--- src/source/agc_pkg.sv ---
// Address, word and bank types plus the fixed memory-map constants of the translator
package agc_pkg;

  // Machine data word, as written to the bank registers
  typedef logic [14:0] word_t;

  // Software address as the program sees it
  typedef logic [11:0] soft_addr_t;

  // Physical fixed-memory (ROM) address
  typedef logic [13:0] rom_addr_t;

  // Physical erasable-memory (RAM) address
  typedef logic [10:0] ram_addr_t;

  // One bank field, EB or FB
  typedef logic [2:0] bank_t;

  // Bank register write select
  typedef logic [1:0] bank_sel_t;

  // Select codes; code 3 is unused and writes nothing
  localparam bank_sel_t BANK_SEL_EB = 2'd0;
  localparam bank_sel_t BANK_SEL_FB = 2'd1;
  localparam bank_sel_t BANK_SEL_BB = 2'd2;

  // Software addresses at or above this are ROM
  localparam soft_addr_t ROM_REGION_BASE = 12'o2000;

  // Start of fixed-fixed ROM in software space
  localparam soft_addr_t FIXED_ROM_BASE = 12'o4000;

  // Start of banked erasable memory in software space
  localparam soft_addr_t BANKED_RAM_BASE = 12'o1400;

  // Size of one switched ROM bank
  localparam rom_addr_t ROM_BANK_SIZE = 14'o2000;

  // Size of one switched RAM bank
  localparam ram_addr_t RAM_BANK_SIZE = 11'o0400;

  // RAM offset when the top EB bit is set
  localparam ram_addr_t RAM_HIGH_OFFSET = 11'o2000;

  // Bank field positions inside a data word
  localparam int EB_LSB = 9;
  localparam int FB_LSB = 12;

endpackage

--- src/source/bank_map_if.sv ---
// Interface between bank registers, the two address maps and the access stage
interface bank_map_if
  import agc_pkg::*;
();

  // Software address from the request port
  soft_addr_t soft_addr;

  // Current bank bits
  bank_t eb;
  bank_t fb;

  // Translated addresses, both computed every cycle
  rom_addr_t rom_addr;
  ram_addr_t ram_addr;

  // Bank register side
  modport bank_side (output eb, fb);

  // ROM map only needs FB
  modport rom_side (input soft_addr, fb, output rom_addr);

  // RAM map only needs EB
  modport ram_side (input soft_addr, eb, output ram_addr);

  // Region select and response stage
  modport access_side (input soft_addr, rom_addr, ram_addr);

endinterface

--- src/source/bank_regs.sv ---
// EB and FB bank registers with their write port
module bank_regs
  import agc_pkg::*;
(
  input  logic        clk,
  input  logic        rst_l,
  input  logic        bank_wr_en,
  input  bank_sel_t   bank_wr_sel,
  input  word_t       bank_wr_data,
  bank_map_if.bank_side map
);

  // Held bank fields
  bank_t eb;
  bank_t fb;

  // Bank fields as they sit in the data word
  bank_t wr_eb;
  bank_t wr_fb;

  assign wr_eb = bank_wr_data[EB_LSB +: $bits(bank_t)];
  assign wr_fb = bank_wr_data[FB_LSB +: $bits(bank_t)];

  always_ff @(posedge clk, negedge rst_l) begin
    if (!rst_l) begin
      eb <= '0;
      fb <= '0;
    end else if (bank_wr_en) begin
      case (bank_wr_sel)
        BANK_SEL_EB: begin
          eb <= wr_eb;
        end
        BANK_SEL_FB: begin
          fb <= wr_fb;
        end
        // Both banks from one word
        BANK_SEL_BB: begin
          eb <= wr_eb;
          fb <= wr_fb;
        end
        default: begin
          // Unused code, both banks hold
          eb <= eb;
          fb <= fb;
        end
      endcase
    end
  end

  // Registered values go straight to both maps
  assign map.eb = eb;
  assign map.fb = fb;

endmodule

--- src/source/rom_bank_map.sv ---
// Fixed-fixed and banked translation from software address to ROM address
module rom_bank_map
  import agc_pkg::*;
(
  bank_map_if.rom_side map
);

  // Address lies in fixed-fixed ROM
  logic      in_fixed;

  // Offset of the selected switched bank
  rom_addr_t bank_offset;

  // Candidate addresses for each region
  rom_addr_t fixed_addr;
  rom_addr_t banked_addr;

  assign in_fixed = (map.soft_addr >= FIXED_ROM_BASE);

  // Fixed-fixed maps to the bottom of physical ROM
  assign fixed_addr = rom_addr_t'(map.soft_addr - FIXED_ROM_BASE);

  // Lookup table on FB, constant products only
  always_comb begin
    case (map.fb)
      3'd0:    bank_offset = '0;
      3'd1:    bank_offset = rom_addr_t'(ROM_BANK_SIZE * 1);
      3'd2:    bank_offset = rom_addr_t'(ROM_BANK_SIZE * 2);
      3'd3:    bank_offset = rom_addr_t'(ROM_BANK_SIZE * 3);
      3'd4:    bank_offset = rom_addr_t'(ROM_BANK_SIZE * 4);
      3'd5:    bank_offset = rom_addr_t'(ROM_BANK_SIZE * 5);
      3'd6:    bank_offset = rom_addr_t'(ROM_BANK_SIZE * 6);
      default: bank_offset = rom_addr_t'(ROM_BANK_SIZE * 7);
    endcase
  end

  // Switched banks sit one bank above the fixed-fixed area
  assign banked_addr = rom_addr_t'(map.soft_addr) + ROM_BANK_SIZE + bank_offset;

  // Only meaningful when the access stage picks ROM
  assign map.rom_addr = in_fixed ? fixed_addr : banked_addr;

endmodule

--- src/source/ram_bank_map.sv ---
// Unswitched and banked translation from software address to RAM address
module ram_bank_map
  import agc_pkg::*;
(
  bank_map_if.ram_side map
);

  // Address lies in unswitched erasable memory
  logic      in_fixed;

  // Offset from the low EB bits
  ram_addr_t low_offset;

  // Offset after the high-bank override
  ram_addr_t bank_offset;

  // Low address bits shared by both regions
  ram_addr_t base_addr;

  assign in_fixed  = (map.soft_addr < BANKED_RAM_BASE);
  assign base_addr = map.soft_addr[$bits(ram_addr_t)-1:0];

  // Four small banks from EB bits 1..0
  always_comb begin
    case (map.eb[1:0])
      2'd0:    low_offset = '0;
      2'd1:    low_offset = ram_addr_t'(RAM_BANK_SIZE * 1);
      2'd2:    low_offset = ram_addr_t'(RAM_BANK_SIZE * 2);
      default: low_offset = ram_addr_t'(RAM_BANK_SIZE * 3);
    endcase
  end

  // Top EB bit forces the high offset, low bits ignored then
  assign bank_offset = map.eb[2] ? RAM_HIGH_OFFSET : low_offset;

  // Unswitched region passes straight through
  assign map.ram_addr = in_fixed ? base_addr : ram_addr_t'(base_addr + bank_offset);

endmodule

--- src/source/access_stage.sv ---
// Region select, ROM write protection and the registered valid/ready response stage
module access_stage
  import agc_pkg::*;
(
  input  logic      clk,
  input  logic      rst_l,
  input  logic      req_valid,
  input  logic      req_write,
  input  logic      rsp_ready,
  output logic      req_ready,
  bank_map_if.access_side map,
  output logic      rsp_valid,
  output logic      rsp_is_rom,
  output logic      rsp_write,
  output rom_addr_t rsp_rom_addr,
  output ram_addr_t rsp_ram_addr
);

  // Region of the current request
  logic      is_rom;

  // Translated address of the other region is zeroed
  rom_addr_t sel_rom_addr;
  ram_addr_t sel_ram_addr;

  // Write flag after protection
  logic      write_ok;

  // Request handshake
  logic      req_fire;

  assign is_rom       = (map.soft_addr >= ROM_REGION_BASE);
  assign sel_rom_addr = is_rom ? map.rom_addr : '0;
  assign sel_ram_addr = is_rom ? '0 : map.ram_addr;

  // ROM is read-only
  assign write_ok = req_write & ~is_rom;

  // Slot is free, or it drains this cycle
  assign req_ready = ~rsp_valid | rsp_ready;
  assign req_fire  = req_valid & req_ready;

  // Valid bit follows the slot state
  always_ff @(posedge clk, negedge rst_l) begin
    if (!rst_l) begin
      rsp_valid <= 1'b0;
    end else if (req_ready) begin
      rsp_valid <= req_valid;
    end
  end

  // Response flags
  always_ff @(posedge clk, negedge rst_l) begin
    if (!rst_l) begin
      rsp_is_rom <= 1'b0;
      rsp_write  <= 1'b0;
    end else if (req_fire) begin
      rsp_is_rom <= is_rom;
      rsp_write  <= write_ok;
    end
  end

  // Addresses load only on a handshake, held while stalled
  always_ff @(posedge clk) begin
    if (req_fire) begin
      rsp_rom_addr <= sel_rom_addr;
      rsp_ram_addr <= sel_ram_addr;
    end
  end

endmodule

--- src/source/agc_addr_xlate.sv ---
// Top level of the bank-switched address translator
module agc_addr_xlate
  import agc_pkg::*;
(
  input  logic       clk,
  input  logic       rst_l,

  // Bank register write port, always accepted
  input  logic       bank_wr_en,
  input  bank_sel_t  bank_wr_sel,
  input  word_t      bank_wr_data,

  // Request
  input  logic       req_valid,
  output logic       req_ready,
  input  soft_addr_t req_addr,
  input  logic       req_write,

  // Response
  output logic       rsp_valid,
  input  logic       rsp_ready,
  output logic       rsp_is_rom,
  output rom_addr_t  rsp_rom_addr,
  output ram_addr_t  rsp_ram_addr,
  output logic       rsp_write
);

  bank_map_if map_if ();

  // Request address feeds both maps
  assign map_if.soft_addr = req_addr;

  bank_regs i_bank_regs (
    .clk          (clk),
    .rst_l        (rst_l),
    .bank_wr_en   (bank_wr_en),
    .bank_wr_sel  (bank_wr_sel),
    .bank_wr_data (bank_wr_data),
    .map          (map_if.bank_side)
  );

  // Both translations run side by side
  rom_bank_map i_rom_bank_map (
    .map (map_if.rom_side)
  );

  ram_bank_map i_ram_bank_map (
    .map (map_if.ram_side)
  );

  access_stage i_access_stage (
    .clk          (clk),
    .rst_l        (rst_l),
    .req_valid    (req_valid),
    .req_write    (req_write),
    .rsp_ready    (rsp_ready),
    .req_ready    (req_ready),
    .map          (map_if.access_side),
    .rsp_valid    (rsp_valid),
    .rsp_is_rom   (rsp_is_rom),
    .rsp_write    (rsp_write),
    .rsp_rom_addr (rsp_rom_addr),
    .rsp_ram_addr (rsp_ram_addr)
  );

endmodule

--- config.mk ---
export PLATFORM = sky130hd
export DESIGN_NAME = agc_addr_xlate
export DESIGN_NICKNAME = d
export VERILOG_FILES = /design/src/source/agc_pkg.sv /design/src/source/bank_map_if.sv /design/src/source/bank_regs.sv /design/src/source/rom_bank_map.sv /design/src/source/ram_bank_map.sv /design/src/source/access_stage.sv /design/src/source/agc_addr_xlate.sv
export SDC_FILE = /design/constraint.sdc
export NUM_CORES = 1
export LEC_CHECK = 0
export ABC_AREA = 1
export BUFFER_PORTS_ARGS = -buffer_cell sky130_fd_sc_hd__buf_2
export CORE_MARGIN = 2
export CORE_UTILIZATION = 40
export DETAILED_ROUTE_END_ITERATION = 10
export GPL_ROUTABILITY_DRIVEN = 0
export MAX_ROUTING_LAYER = met4
export PLACE_DENSITY = 0.79
export SYNTH_ARGS = -nofsm -noshare
export SYNTH_HDL_FRONTEND = slang
export SYNTH_SLANG_ARGS = --single-unit
--- constraint.sdc ---
create_clock -name clk -period 2.1 [get_ports clk]
set_input_delay 0.315 -clock clk [delete_from_list [all_inputs] [get_ports clk]]
set_output_delay 0.315 -clock clk [all_outputs]
set_load 0.02 [all_outputs]
==> key figures <==
Drt
  – First DRT Iteration DRCs: between 100 and 150
  – Vias per cell: around 4.4
  – Final ANT Viol Nets: 0
  – Wire per inst: 10.98 um
  – Via count: 1166
  – DRC viols: 0
  – DRT Pass-1 Iters: 4
  – Final WL: just under 3000 um

Global routing
  – Initial antenna violation count: 0
  – Vias in the first global route: between 1000 and 1500
  – GR Util All Layers: about 14%
  – First-pass GRT wire length: about 4600 um
  – Largest net degree at the start of global routing: 29
  – Remaining Overflow, GRT: 0

Timing
  – Final Hold Viols: 0
  – Fin crit period: about 1.7 ns
  – Tightest Pin Transition: 0.3398 ns
  – Slew Limit Fails: 0
  – Unrepaired setup endpoints after global routing: false
  – Setup TNS: 0 ns
  – Endpoints failing setup: 0
  – Max Clk Rate: around 0.58 GHz
  – Worst slew margin: between 70% and 80%
  – Fin Clk Skew: roughly 0.0026 ns
  – Part of the cycle the worst path needs: about four fifths

CTS
  – Clock root cell: clkbuf_8
  – CTS sink cnt: 34
  – Clock buffer depth: 2
  – Clk slew on worst S/H paths: roughly 0.060 ns
  – Htree depth: 2
  – CTS tree: done
  – Worst-Skew Late Latency: ~0.28 ns
  – Cts bufs inserted: 5
  – Post-CTS Resized: 0

Outcome
  – Status: finished clean

Setup path
  – Crit-path slowest cell: dfrtp_1
  – Path depth of the worst reg2reg path: 7
  – Crit-path most repeated cell: nor2_1
  – Element type at the critical path start: register
  – Worst-path maximum fanout: 4
  – Crit Path Class: register to register
  – CP Cell Sequence: nor2_1 -> ha_1 -> fa_1 -> xor2_1 -> nand2_1 -> o21ai_1 -> nor2_1
  – Crit path largest cell delay: around 0.41 ns
  – Arrival time worst endpoint: 1.76 ns
  – Required time worst endpoint: between 2 and 2.5 ns
  – Crit path capture type: register

Place
  – Port Buffer Count: 54
  – Placed instance area: between 1500 and 2000 um^2
  – Hpwl dp: 2193 um

Yosys
  – Adder-Cell Fraction of Synth Area: roughly a tenth
  – Number of synthesized register bits: 34
  – Largest family of logic cells by synthesized area: simple AND/OR/NAND/NOR gates
  – Syn Nets: ~200
  – Xor/xnor share of the synthesized area: 1.074%
  – Syn_area_per_cell: ~11 um^2
  – YS warnings: 0
  – Post-Synth Simple-Gate Area: ~12%
  – Synth unique cells: 23
  – Mux cell area share after synthesis: 2.072%
  – Post-synthesis compound-gate area fraction: under 10%
  – Cell Area, Synth: roughly 1600 um^2
  – Synthesized instance count: around 150
  – Register area share after synthesis: about 60%

Die
  – Floorplan core area: a little under 4000 um^2
  – Die width: approximately 68 um
  – Initial Util: 41.05%
  – Die Y: 67.84 um
  – Die Footprint: between 4000 and 5000 um^2
  – I/O Pins: 64
  – Num rows: 23

Run
  – Max cap viols: 0

Hold path
  – WHS Path Cells: 3
  – Worst hold path class: input port to register

Finish
  – Final nets: between 200 and 300
  – N_diodes: 0
  – Fill count: 370
  – Area grow syn2layout: 25.63%
  – Finished Cell Area: 2048 um^2
  – Layout cell share with drive strength beyond 1: between 30% and 40%

Power
  – Pwr/cell area: ~760 nW/um^2
  – Leakage: 0.001048 uW
  – Peak VDD IR: about 350 uV
[per-layer routing]
layer | vias to the layer above | track usage, % | routed length, um
met5 | - | - | 0
met1 | 509 | 15.41 | 1249
met2 | 48 | 22.92 | 1339
li1 | 602 | - | -
met3 | 7 | 5.428 | 247
met4 | 0 | 6.750 | 62
[where the power goes]
group	internal, uW	total, uW	leakage, uW	switching (uW)
registers	790	813	0.000347	22.4
clock network	227	451	0.0000426	223
logic	116	299	0.000658	183
[repair_timing]
| action | in CTS | in global routing |
|---|---|---|
| setup buffers | 0 | 0 |
| endpoints found under the hold margin | 9 | 0 |
| hold buffers | 1 | 0 |
| endpoints found under the setup margin | 0 | 0 |
[cell usage in the layout (no fill, tap or decap)]
master         synthesis  routed
o21ai_2                1       1
clkbuf_8               0       5
o21ai_1                3       3
buf_4                  0       2
nand3_1                1       1
nand3_2                1       1
clkinv_2               0       1
clkbuf_1               3       1
inv_2                  4       4
a31oi_1                1       1
clkinv_1               1       2
buf_2                  2      54
mux2_1                 3       3
ha_1                  10      10
a211oi_1               2       2
a21oi_2                1       1
nor2_2                 1       1
edfxtp_1              25      25
nor2_1                23      23
dlygate4sd3_1          0       1
inv_1                 28      28
nand2_2                1       1
nand2_1               20      20
fa_1                   2       2
dfrtp_1                9       9
a21oi_1               10      10
xor2_1                 2       2
[critical path: cells and delay by family (launching register included)]
| family | cells | cell delay (ns) |
|---|---|---|
| fa+ha+maj | 2 | 0.57 |
| flops | 1 | 0.41 |
| xor+xnor | 1 | 0.20 |
| simple gates | 3 | 0.19 |
| compound gates | 1 | 0.11 |
[registers in the layout, summed over array words and instances, names as in the netlist]
signal / cells
i_bank_regs.map.eb: 3
i_access_stage.rsp_is_rom: 1
i_access_stage.rsp_rom_addr: 14
i_access_stage.rsp_write: 1
i_access_stage.rsp_valid: 1
i_bank_regs.map.fb: 3
i_access_stage.rsp_ram_addr: 11
[through the flow]
step,util (%),worst slack [ns],hold WS [ns],std cells,total power (uW)
2_1_floorplan,-,0.4128,0.01941,154,1030
3_3_place_gp,49.28,0.3126,0.1791,255,1115
3_5_place_dp,49.28,0.2819,0.1765,255,1129
4_1_cts,51.58,0.3661,0.2152,264,1594
5_1_grt,51.58,0.2946,0.2351,264,1663
6_report,51.58,0.3823,0.2290,264,1563
[cells by family after synthesis]
kind of cell,Yosys count
compound gates,18
buf+inv,38
simple gates,47
flops,34
xor+xnor,2
fa+ha+maj,12
mux,3
[synth_stat cells (all sizes together)]
master	count	area (um^2)
inv	32	120.1
edfxtp	25	750.7
nor2	24	92.59
nand2	21	81.33
a21oi	11	58.81
ha	10	125.1
dfrtp	9	225.2
o21ai	4	23.77
clkbuf	3	11.26
mux2	3	33.78
a211oi	2	15.01
buf	2	10.01
fa	2	40.04
nand3	2	15.01
xor2	2	17.52
a31oi	1	6.260
clkinv	1	3.750
[area by class of cell]
| cell class | count | area (um^2) | area share (%) |
|---|---|---|---|
| clock buffer | 6 | 72.57 | 3.543 |
| clock inverter | 2 | 8.758 | 0.4276 |
| inverter | 33 | 123.9 | 6.048 |
| multi-input combinational | 82 | 509.2 | 24.86 |
| sequential | 34 | 975.9 | 47.65 |
| tap | 50 | 62.56 | 3.054 |
| timing repair buffer | 57 | 295.3 | 14.42 |
[path summary, 6_finish.rpt]
check / endpoint / start / slack, ns
max in group asynchronous: i_access_stage.rsp_write / rst_l / 1.51
worst max register to register: i_access_stage.rsp_ram_addr[10] / i_bank_regs.map.eb[2] / 0.38
min in group asynchronous: i_bank_regs.map.fb[2] / rst_l / 0.41
worst min register to register: i_bank_regs.map.fb[0] / i_bank_regs.map.fb[0] / 0.51
worst min-delay path: i_access_stage.rsp_valid / req_valid / 0.23
worst max-delay path: i_access_stage.rsp_ram_addr[10] / i_bank_regs.map.eb[2] / 0.38
No activity file was read; power rests on OpenSTA's default activity.
